$ cat config.mk
export PLATFORM = sky130hd
export DESIGN_NAME = cam_ctrl_top
export DESIGN_NICKNAME = d
export VERILOG_FILES = /design/src/cam_pkg.sv /design/src/reg_op_if.sv /design/src/cam_ctrl_top.sv /design/src/sync_fifo.sv /design/src/frame_capture.sv /design/src/reg_bus_master.sv /design/src/cmd_sequencer.sv
export SDC_FILE = /design/constraint.sdc
export NUM_CORES = 1
export LEC_CHECK = 0
export BUFFER_PORTS_ARGS = -buffer_cell sky130_fd_sc_hd__buf_4
export CORE_ASPECT_RATIO = 0.75
export CORE_MARGIN = 5
export CORE_UTILIZATION = 35
export CTS_CLUSTER_DIAMETER = 80
export CTS_CLUSTER_SIZE = 28
export DETAILED_ROUTE_END_ITERATION = 8
export GPL_TIMING_DRIVEN = 0
export HOLD_SLACK_MARGIN = 0.08
export PLACE_DENSITY = 0.59
export SLEW_MARGIN = 10
export SYNTH_ARGS = -nofsm -noshare
export SYNTH_HDL_FRONTEND = slang
export SYNTH_HIERARCHICAL = 1
export SYNTH_SLANG_ARGS = --single-unit
$ cat constraint.sdc
create_clock -name bus_clk -period 4.7 [get_ports bus_clk]
set_input_delay 0.235 -clock bus_clk [delete_from_list [all_inputs] [get_ports bus_clk]]
set_output_delay 0.235 -clock bus_clk [all_outputs]
set_load 0.1 [all_outputs]
$ cat src/cam_pkg.sv
package cam_pkg;

   // Sequencer states
   typedef enum logic [4:0] {
      st_idle,
      st_reg_op,
      st_push_read,
      st_cap_enable,
      st_capturing,
      st_cap_disable
   } seq_state_t;

   // Host command bytes
   typedef enum logic [7:0] {
      op_capture    = 8'h63,
      op_rd_ctrl    = 8'h66, // Reads REG_CTRL
      op_rd_cfg     = 8'h67, // Reads REG_CFG
      op_wr_cfg_one = 8'h68, // Writes 2 to REG_CFG
      op_wr_cfg_all = 8'h69, // Writes 3 to REG_CFG
      op_rd_lane    = 8'h6A, // Reads REG_LANE
      op_wr_lane    = 8'h6B  // Inverted switches into REG_LANE
   } cmd_op_t;

   typedef logic [5:0]  reg_addr_t;  // Receiver word address
   typedef logic [31:0] data_word_t;
   typedef logic [9:0]  pixel_t;     // RAW10

   localparam reg_addr_t REG_CTRL = 6'd0; // Bit 0 enables the receiver
   localparam reg_addr_t REG_CFG  = 6'd1;
   localparam reg_addr_t REG_LANE = 6'd2;

   localparam int DEF_FIFO_DEPTH  = 16;
   localparam int DEF_SKIP_FRAMES = 2;

endpackage
$ cat src/reg_op_if.sv
`timescale 1ns/1ps

// One register access, sequencer to bus master
interface reg_op_if;
   import cam_pkg::*;

   logic       req;
   logic       we;
   reg_addr_t  adr;
   data_word_t wdata;
   data_word_t rdata;
   logic       done;   // Single-cycle pulse

   modport seq (output req, we, adr, wdata, input rdata, done);

   modport master (input req, we, adr, wdata, output rdata, done);

endinterface

$ cat src/cam_ctrl_top.sv
`timescale 1ns/1ps

module cam_ctrl_top
#(
   parameter int FIFO_DEPTH  = cam_pkg::DEF_FIFO_DEPTH,
   parameter int SKIP_FRAMES = cam_pkg::DEF_SKIP_FRAMES
)
(
   input  logic                bus_clk,
   input  logic                rst,
   input  logic                cmd_valid,
   input  logic [7:0]          cmd_byte,
   input  logic [7:0]          sw,
   output logic                cmd_ready,
   output logic                wb_cyc,
   output logic                wb_stb,
   output logic                wb_we,
   output cam_pkg::reg_addr_t  wb_adr,
   output cam_pkg::data_word_t wb_dat_w,
   input  logic                wb_ack,
   input  cam_pkg::data_word_t wb_dat_r,
   input  cam_pkg::pixel_t     pix_data,
   input  logic                pix_valid,
   input  logic                frame_start,
   input  logic                frame_end,
   input  logic                line_start,
   input  logic                line_end,
   input  logic                out_rd,
   output cam_pkg::data_word_t out_data,
   output logic                out_empty,
   output logic [3:0]          led
);
   import cam_pkg::*;

   logic       cap_arm;
   logic       cap_done;
   logic       rd_push;
   data_word_t rd_word;
   logic       wr_en;
   data_word_t wr_data;
   logic       full;

   reg_op_if reg_op ();

   cmd_sequencer u_seq (
      .bus_clk   (bus_clk),
      .rst       (rst),
      .cmd_valid (cmd_valid),
      .cmd_byte  (cmd_byte),
      .sw        (sw),
      .cap_done  (cap_done),
      .cmd_ready (cmd_ready),
      .cap_arm   (cap_arm),
      .rd_push   (rd_push),
      .rd_word   (rd_word),
      .reg_op    (reg_op)
   );

   reg_bus_master u_wb (
      .bus_clk  (bus_clk),
      .rst      (rst),
      .wb_ack   (wb_ack),
      .wb_dat_r (wb_dat_r),
      .wb_cyc   (wb_cyc),
      .wb_stb   (wb_stb),
      .wb_we    (wb_we),
      .wb_adr   (wb_adr),
      .wb_dat_w (wb_dat_w),
      .reg_op   (reg_op)
   );

   frame_capture #(.SKIP_FRAMES(SKIP_FRAMES)) u_cap (
      .bus_clk     (bus_clk),
      .rst         (rst),
      .cap_arm     (cap_arm),
      .pix_data    (pix_data),
      .pix_valid   (pix_valid),
      .frame_start (frame_start),
      .frame_end   (frame_end),
      .line_start  (line_start),
      .line_end    (line_end),
      .rd_push     (rd_push),
      .rd_word     (rd_word),
      .full        (full),
      .cap_done    (cap_done),
      .wr_en       (wr_en),
      .wr_data     (wr_data),
      .led         (led)
   );

   sync_fifo #(.FIFO_DEPTH(FIFO_DEPTH), .WIDTH($bits(data_word_t))) u_fifo (
      .bus_clk (bus_clk),
      .rst     (rst),
      .wr_en   (wr_en),
      .wr_data (wr_data),
      .rd_en   (out_rd),
      .rd_data (out_data),
      .empty   (out_empty),
      .full    (full)
   );

endmodule

$ cat src/sync_fifo.sv
`timescale 1ns/1ps

module sync_fifo
#(
   parameter int FIFO_DEPTH = cam_pkg::DEF_FIFO_DEPTH,
   parameter int WIDTH      = 32
)
(
   input  logic             bus_clk,
   input  logic             rst,
   input  logic             wr_en,
   input  logic [WIDTH-1:0] wr_data,
   input  logic             rd_en,
   output logic [WIDTH-1:0] rd_data,
   output logic             empty,
   output logic             full
);

   localparam int AW = (FIFO_DEPTH > 1) ? $clog2(FIFO_DEPTH) : 1;
   localparam int CW = $clog2(FIFO_DEPTH + 1);

   logic [WIDTH-1:0] mem [FIFO_DEPTH];
   logic [AW-1:0]    wr_ptr;
   logic [AW-1:0]    rd_ptr;
   logic [CW-1:0]    count;
   logic             do_wr;
   logic             do_rd;

   function automatic logic [AW-1:0] bump(input logic [AW-1:0] ptr);
      if (ptr == AW'(FIFO_DEPTH - 1))
         return '0; // Wrap for non power of two depths
      return ptr + 1'b1;
   endfunction

   assign do_wr   = wr_en && !full;
   assign do_rd   = rd_en && !empty;
   assign full    = (count == CW'(FIFO_DEPTH));
   assign empty   = (count == '0);
   assign rd_data = mem[rd_ptr]; // Show-ahead head

   always_ff @(posedge bus_clk)
   begin
      if (rst)
      begin
         wr_ptr <= '0;
         rd_ptr <= '0;
         count  <= '0;
      end
      else
      begin
         if (do_wr)
            wr_ptr <= bump(wr_ptr);
         if (do_rd)
            rd_ptr <= bump(rd_ptr);
         if (do_wr && !do_rd)
            count <= count + 1'b1;
         else if (do_rd && !do_wr)
            count <= count - 1'b1;
      end
   end

   always_ff @(posedge bus_clk)
   begin
      if (do_wr)
         mem[wr_ptr] <= wr_data;
   end

   a_count_bound: assert property (@(posedge bus_clk) disable iff (rst)
      count <= CW'(FIFO_DEPTH));

endmodule

$ cat src/frame_capture.sv
`timescale 1ns/1ps

module frame_capture
#(
   parameter int SKIP_FRAMES = cam_pkg::DEF_SKIP_FRAMES
)
(
   input  logic                bus_clk,
   input  logic                rst,
   input  logic                cap_arm,
   input  cam_pkg::pixel_t     pix_data,
   input  logic                pix_valid,
   input  logic                frame_start,
   input  logic                frame_end,
   input  logic                line_start,
   input  logic                line_end,
   input  logic                rd_push,
   input  cam_pkg::data_word_t rd_word,
   input  logic                full,
   output logic                cap_done,
   output logic                wr_en,
   output cam_pkg::data_word_t wr_data,
   output logic [3:0]          led
);
   import cam_pkg::*;

   localparam int SKIP_W = $clog2(SKIP_FRAMES + 2);

   typedef enum logic [1:0] {cap_idle, cap_skip, cap_open, cap_closed} cap_state_t;

   cap_state_t        state;
   logic [SKIP_W-1:0] skip_cnt;
   logic [15:0]       ls_cnt;
   logic [15:0]       le_cnt;
   logic [3:0]        mis_cnt;
   logic              pix_wr;

   // Closing frame_end cycle is not stored
   assign pix_wr   = (state == cap_open) && pix_valid && !frame_end;
   assign cap_done = (state == cap_open) && frame_end;
   assign wr_en    = (pix_wr || rd_push) && !full;
   assign wr_data  = rd_push ? rd_word : data_word_t'(pix_data);
   assign led      = mis_cnt;

   always_ff @(posedge bus_clk)
   begin
      if (rst || !cap_arm)
      begin
         state    <= cap_idle;
         skip_cnt <= '0;
      end
      else
      begin
         case (state)
            cap_idle:
               state <= cap_skip;
            cap_skip:
            begin
               if (skip_cnt == SKIP_W'(SKIP_FRAMES))
               begin
                  if (frame_start)
                     state <= cap_open;
               end
               else if (frame_end)
                  skip_cnt <= skip_cnt + 1'b1;
            end
            cap_open:
               if (frame_end)
                  state <= cap_closed;
            default:
               state <= cap_closed; // Hold until cap_arm drops
         endcase
      end
   end

   // Line bookkeeping, a line_start before the last line_end counts as mismatch
   always_ff @(posedge bus_clk)
   begin
      if (rst)
      begin
         ls_cnt  <= '0;
         le_cnt  <= '0;
         mis_cnt <= '0;
      end
      else if (state == cap_skip && skip_cnt == SKIP_W'(SKIP_FRAMES) && frame_start)
      begin
         ls_cnt <= '0;
         le_cnt <= '0;
      end
      else if (state == cap_open)
      begin
         if (line_start)
         begin
            if (ls_cnt != le_cnt)
               mis_cnt <= mis_cnt + 1'b1;
            ls_cnt <= ls_cnt + 1'b1;
         end
         if (line_end)
            le_cnt <= le_cnt + 1'b1;
      end
   end

   // Register reads and pixels must never compete for the FIFO
   a_no_push_in_capture: assert property (@(posedge bus_clk) disable iff (rst)
      !(rd_push && state == cap_open));

endmodule

$ cat src/reg_bus_master.sv
`timescale 1ns/1ps

module reg_bus_master
(
   input  logic                bus_clk,
   input  logic                rst,
   input  logic                wb_ack,
   input  cam_pkg::data_word_t wb_dat_r,
   output logic                wb_cyc,
   output logic                wb_stb,
   output logic                wb_we,
   output cam_pkg::reg_addr_t  wb_adr,
   output cam_pkg::data_word_t wb_dat_w,
   reg_op_if.master            reg_op
);

   typedef enum logic {bus_idle, bus_wait_ack} bus_state_t;

   bus_state_t state;
   logic       launch;

   // done still high means req is about to drop, no relaunch
   assign launch = (state == bus_idle) && reg_op.req && !reg_op.done;

   always_ff @(posedge bus_clk)
   begin
      if (rst)
      begin
         state       <= bus_idle;
         wb_cyc      <= 1'b0;
         wb_stb      <= 1'b0;
         reg_op.done <= 1'b0;
      end
      else
      begin
         reg_op.done <= 1'b0;
         if (launch)
         begin
            state  <= bus_wait_ack;
            wb_cyc <= 1'b1;
            wb_stb <= 1'b1;
         end
         else if (state == bus_wait_ack && wb_ack)
         begin
            state       <= bus_idle;
            wb_cyc      <= 1'b0;
            wb_stb      <= 1'b0;
            reg_op.done <= 1'b1;
         end
      end
   end

   always_ff @(posedge bus_clk)
   begin
      if (launch)
      begin
         wb_we    <= reg_op.we;
         wb_adr   <= reg_op.adr;
         wb_dat_w <= reg_op.wdata;
      end
      if (state == bus_wait_ack && wb_ack)
         reg_op.rdata <= wb_dat_r; // Captured with the ack
   end

   a_stb_in_cyc: assert property (@(posedge bus_clk) disable iff (rst)
      wb_stb |-> wb_cyc);

endmodule

$ cat src/cmd_sequencer.sv
`timescale 1ns/1ps

module cmd_sequencer
(
   input  logic                bus_clk,
   input  logic                rst,
   input  logic                cmd_valid,
   input  logic [7:0]          cmd_byte,
   input  logic [7:0]          sw,
   input  logic                cap_done,
   output logic                cmd_ready,
   output logic                cap_arm,
   output logic                rd_push,
   output cam_pkg::data_word_t rd_word,
   reg_op_if.seq               reg_op
);
   import cam_pkg::*;

   seq_state_t state;
   cmd_op_t    op;
   logic       is_read;
   logic       take;

   assign op   = cmd_op_t'(cmd_byte);
   assign take = (state == st_idle) && cmd_valid && cmd_ready;

   always_ff @(posedge bus_clk)
   begin
      if (rst)
      begin
         state      <= st_idle;
         cmd_ready  <= 1'b0;
         cap_arm    <= 1'b0;
         rd_push    <= 1'b0;
         reg_op.req <= 1'b0;
      end
      else
      begin
         rd_push <= 1'b0;
         case (state)
            st_idle:
            begin
               cmd_ready <= 1'b1;
               if (take)
               begin
                  case (op)
                     op_rd_ctrl, op_rd_cfg, op_rd_lane,
                     op_wr_cfg_one, op_wr_cfg_all, op_wr_lane:
                     begin
                        cmd_ready  <= 1'b0;
                        reg_op.req <= 1'b1;
                        state      <= st_reg_op;
                     end
                     op_capture:
                     begin
                        cmd_ready  <= 1'b0;
                        reg_op.req <= 1'b1; // Enable write first
                        state      <= st_cap_enable;
                     end
                     default:
                     begin
                        state <= st_idle; // Unknown byte, dropped
                     end
                  endcase
               end
            end
            st_reg_op:
            begin
               if (reg_op.done)
               begin
                  reg_op.req <= 1'b0;
                  if (is_read)
                  begin
                     rd_push <= 1'b1;
                     state   <= st_push_read;
                  end
                  else
                  begin
                     cmd_ready <= 1'b1;
                     state     <= st_idle;
                  end
               end
            end
            st_push_read:
            begin
               cmd_ready <= 1'b1;
               state     <= st_idle;
            end
            st_cap_enable:
            begin
               if (reg_op.done)
               begin
                  reg_op.req <= 1'b0;
                  cap_arm    <= 1'b1;
                  state      <= st_capturing;
               end
            end
            st_capturing:
            begin
               if (cap_done)
               begin
                  cap_arm    <= 1'b0;
                  reg_op.req <= 1'b1; // Disable write
                  state      <= st_cap_disable;
               end
            end
            st_cap_disable:
            begin
               if (reg_op.done)
               begin
                  reg_op.req <= 1'b0;
                  cmd_ready  <= 1'b1;
                  state      <= st_idle;
               end
            end
            default:
            begin
               state <= st_idle;
            end
         endcase
      end
   end

   // Operation payload, stable while req is up
   always_ff @(posedge bus_clk)
   begin
      if (take)
      begin
         is_read      <= 1'b0;
         reg_op.we    <= 1'b1;
         reg_op.wdata <= '0;
         case (op)
            op_rd_ctrl:
            begin
               reg_op.adr <= REG_CTRL;
               reg_op.we  <= 1'b0;
               is_read    <= 1'b1;
            end
            op_rd_cfg:
            begin
               reg_op.adr <= REG_CFG;
               reg_op.we  <= 1'b0;
               is_read    <= 1'b1;
            end
            op_rd_lane:
            begin
               reg_op.adr <= REG_LANE;
               reg_op.we  <= 1'b0;
               is_read    <= 1'b1;
            end
            op_wr_cfg_one:
            begin
               reg_op.adr   <= REG_CFG;
               reg_op.wdata <= 32'd2;
            end
            op_wr_cfg_all:
            begin
               reg_op.adr   <= REG_CFG;
               reg_op.wdata <= 32'd3;
            end
            op_wr_lane:
            begin
               reg_op.adr   <= REG_LANE;
               reg_op.wdata <= {8'h00, ~sw, 8'h00, ~sw};
            end
            default:
            begin
               reg_op.adr   <= REG_CTRL; // Enable for capture
               reg_op.wdata <= 32'd1;
            end
         endcase
      end
      else if (state == st_capturing && cap_done)
      begin
         reg_op.adr   <= REG_CTRL;
         reg_op.we    <= 1'b1;
         reg_op.wdata <= '0;
      end
      if (state == st_reg_op && reg_op.done)
         rd_word <= reg_op.rdata;
   end

   // Host may only hand over a byte while nothing is in flight
   a_ready_idle: assert property (@(posedge bus_clk) disable iff (rst)
      cmd_ready |-> (state == st_idle && !reg_op.req && !cap_arm));

endmodule

==> metrics.md <==
| Metric | Value |
|---|---|
| Outcome | `finished, final reports clean` |
| Yosys warning total | `6` |
| DP HPWL | `38.4 mm` |
| 1st-pass router iterations | `5` |
| Pwr Density | `approximately 430 nW/um2` |
| Root Buffer | `clkbuf_16` |
| Post-synthesis sequential area ratio | `0.754` |
| Post-synthesis register bit count | `695` |
| Critical path cell sequence | `clkbuf_1 > clkbuf_1 > a21oi_1 > nor2_1 > o21ai_4 > nor4b_2 > buf_4 > buf_4 > buf_4 > buf_4` |
| Fin Setup TNS | `0 ns` |
| Initial Util | `0.355` |
| Worst Hold Path EP | `u_seq/state[0]$_SDFFE_PP0P_` |
| CTS tree | `done` |
| Crit end category | `register` |
| Vias | `~14000` |
| Worst skew pair latency | `between 0.5 and 0.6 ns` |
| Post-synth cell types | `80` |
| Relative slew slack | `0.155` |
| Number of max-cap violations | `0` |
| First-pass GRT wire length | `roughly 89 mm` |
| CP max FO | `10` |
| Die height | `250 um` |
| Synthesized area | `~27000 um2` |
| I/O pin count | `~150` |
| CP max stage delay | `0.66 ns` |
| Synth area leaders | `edfxtp_1, mux4_2, dfxtp_1, a22oi_1, xnor2_1` |
| Row cnt | `87` |
| R2R setup slack | `about 1.0 ns` |
| Multi-input gate area | `between 6000 and 7000 um2` |
| Share of the synthesized area in the top cell type | `0.705` |
| Crit share post-route | `0.777` |
| H-tree levels | `2` |
| Slew Viols, Final | `0` |
| Util after Layout | `0.414` |
| Clock buffer depth | `3` |
| Final hold vios | `0` |
| Antenna Violating Nets Remaining | `0` |
| Worst-Margin Slew | `roughly 1.3 ns` |
| Most common cell on crit path | `buf_4` |
| Total grt overflow | `0` |
| Max IR drop VDD | `approximately 240 uV` |
| CTS buffer count | `34` |
| DRC viols | `0` |
| Core footprint | `75500 um2` |
| Number of enable flip-flop cells after synthesis | `between 600 and 700` |
| Startpoint Class | `register` |
| Register area | `between 20000 and 25000 um2` |
| Number of clock sinks | `695` |
| Antenna diodes | `0` |
| Fillers | `between 6000 and 7000` |
| GP Congestion | `0.751` |
| Hold depth | `4` |
| Initial antenna violation count | `2` |
| Final setup violation count | `0` |
| FF-to-FF Start | `u_seq/rd_push$_SDFF_PP0_` |
| WL/cell | `about 22 um` |
| Largest net degree at the start of global routing | `34` |
| Leak | `9.35 nW` |
| Most common cell in the netlist | `edfxtp_1` |
| I/O Buffers | `146` |
| Register clock-pin slew on the reported worst setup and hold paths | `around 0.10 ns` |
| CP arrival | `3.95 ns` |
| Critical-path top delay cell | `nor4b_2` |
| RSZ-0062 raised after global routing | `false` |
| Reg2reg path depth | `10` |
| Hold Crit Class | `in -> reg` |
| Die area | `approximately 80000 um2` |
| Cells after Synth | `approximately 1400` |
| Largest area contributor in the netlist | `edfxtp_1` |
| Chip Width | `330 um` |
| Layout overhead on the synthesized area | `16.8%` |
| DRT Wirelength | `slightly below 60 mm` |
| Layout cell share with drive strength beyond 1 | `0.274` |
| Mapped Avg Cell Area | `a little under 20 um2` |
| Final Critical Period | `roughly 3.7 ns` |
| Commonest cells in the netlist | `edfxtp_1, mux4_2, nor2_1, dfxtp_1, a22oi_1` |
| Initial DRC count | `around 1300` |
| CTS resizes | `0` |
| Number of global-route vias before repair | `between 10000 and 15000` |
| Tot Pwr | `approximately 13 mW` |
| CP Class | `reg -> reg` |
| Total track usage | `0.143` |
| F_max | `between 200 and 300 MHz` |
| Nets | `about 1800` |
| CP required | `roughly 5 ns` |
| Post-synth top flop | `edfxtp_1` |
| Via-to-Cell Ratio | `approximately 5.0` |
| R2r endpoint | `u_fifo/mem[3][19]$_DFFE_PP_` |
| Hold wc startpoint | `cmd_byte[3]` |
| Worst Skew | `a little under 0.03 ns` |
| Asr flop ratio synth | `0` |
## power by group
group | internal [mW] | switching (mW) | leakage (nW)
logic | 1.04 | 2.28 | 3.29
clock network | 1.41 | 1.96 | 0.496
registers | 6.69 | 0.0249 | 5.56
## registers in the layout, indices dropped and copies added, names as in the netlist, 2 cells and up, named ones only
register	count
u_seq/reg_op.adr	2
u_cap/le_cnt	16
u_fifo/count	5
u_wb/reg_op.rdata	32
u_fifo/mem	512
u_cap/state	2
u_seq/state	3
u_seq/rd_word	32
u_cap/led	4
u_cap/skip_cnt	2
u_fifo/rd_ptr	4
u_seq/reg_op.wdata	10
u_wb/wb_adr	6
u_cap/ls_cnt	16
u_fifo/wr_ptr	4
u_wb/wb_dat_w	32
## stage by stage
| step | hold WS (ns) | cells | setup slack [ns] | instance area, um2 |
|---|---|---|---|---|
| finish | 0.121 | 2713 | 1.05 | 31300 |
| global route | 0.122 | 2713 | 0.690 | 31300 |
| CTS | 0.0827 | 2713 | 0.828 | 31300 |
| detailed placement | 0.405 | 2615 | 0.849 | 29800 |
| global placement | 0.402 | 2577 | -5.53 | 29300 |
| floorplan | 0.304 | 1408 | -0.334 | 26900 |
## routing by layer
| layer | track usage | share of wire | wire [um] | vias to the layer above |
|---|---|---|---|---|
| li1 | - | - | - | 6039 |
| met4 | 0.0306 | 0.018 | 1100 | 0 |
| met1 | 0.208 | 0.45 | 26900 | 7106 |
| met5 | 0 | 0 | 0 | - |
| met3 | 0.0235 | 0.057 | 3380 | 61 |
| met2 | 0.229 | 0.47 | 28000 | 348 |
## layout by cell type (no fill, tap or decap), drive strengths merged, types with 5 or more instances in the layout
cell type | Yosys | layout
a21oi | 20 | 20
a22oi | 65 | 65
and2 | 39 | 39
and3 | 10 | 10
buf | 47 | 231
clkbuf | 41 | 77
conb | 1 | 20
dfxtp | 66 | 66
dlygate4sd3 | 0 | 50
edfxtp | 629 | 629
ha | 13 | 13
inv | 12 | 19
mux2 | 14 | 14
mux4 | 128 | 128
nand2 | 56 | 56
nand2b | 8 | 8
nand3 | 19 | 19
nand4 | 10 | 10
nor2 | 72 | 72
nor2b | 11 | 11
nor3 | 9 | 9
nor4 | 5 | 5
nor4b | 5 | 5
o21ai | 13 | 13
xnor2 | 31 | 31
xor2 | 18 | 18
## worst max path at each step
stage,end,startpoint,slack (ns)
finish,u_fifo/mem[3][19]$_DFFE_PP_,u_seq/rd_push$_SDFF_PP0_,1.05
global route,u_fifo/mem[3][19]$_DFFE_PP_,u_seq/rd_push$_SDFF_PP0_,0.69
CTS,u_fifo/mem[3][18]$_DFFE_PP_,u_seq/rd_push$_SDFF_PP0_,0.83
detailed placement,u_fifo/mem[3][13]$_DFFE_PP_,u_seq/rd_push$_SDFF_PP0_,0.85
global placement,u_fifo/mem[0][13]$_DFFE_PP_,u_seq/rd_push$_SDFF_PP0_,-5.53
floorplan,u_fifo/mem[0][0]$_DFFE_PP_,u_seq/rd_push$_SDFF_PP0_,-0.33
## final cells by class
type                    count  share of cell area
multi-input cells         613               0.198
flip-flops and latches    695               0.645
well taps                1023              0.0409
clock buffers              36              0.0281
inverters                  12             0.00152
repair buffers            234              0.0662
plain buffers              88              0.0152
clock inverters            12             0.00452
## logic make-up (layout without fill, tap and decap cells)
group,Yosys count,count (layout),synth area share
flops,695,695,0.754
compound gates,119,119,0.0319
buf+inv,100,382,0.0196
other cells,1,20,0.000140
xor+xnor,49,49,0.0163
simple gates,265,265,0.0563
mux,146,146,0.115
fa+ha+maj,14,14,0.00681
## repair_timing
action	CTS	global route
endpoints found under the setup margin	0	0
setup buffers	0	0
hold buffers	50	0
endpoints found under the hold margin	65	0
## critical path: cells and delay by family, from the launching register on
kind                   cells  cell delay (ns)
buffers and inverters      6             1.80
AO/OA/AOI/OAI              2             0.31
flip-flops                 1             0.32
AND/OR/NAND/NOR            2             0.94
Power figures use the tool's default switching activity.
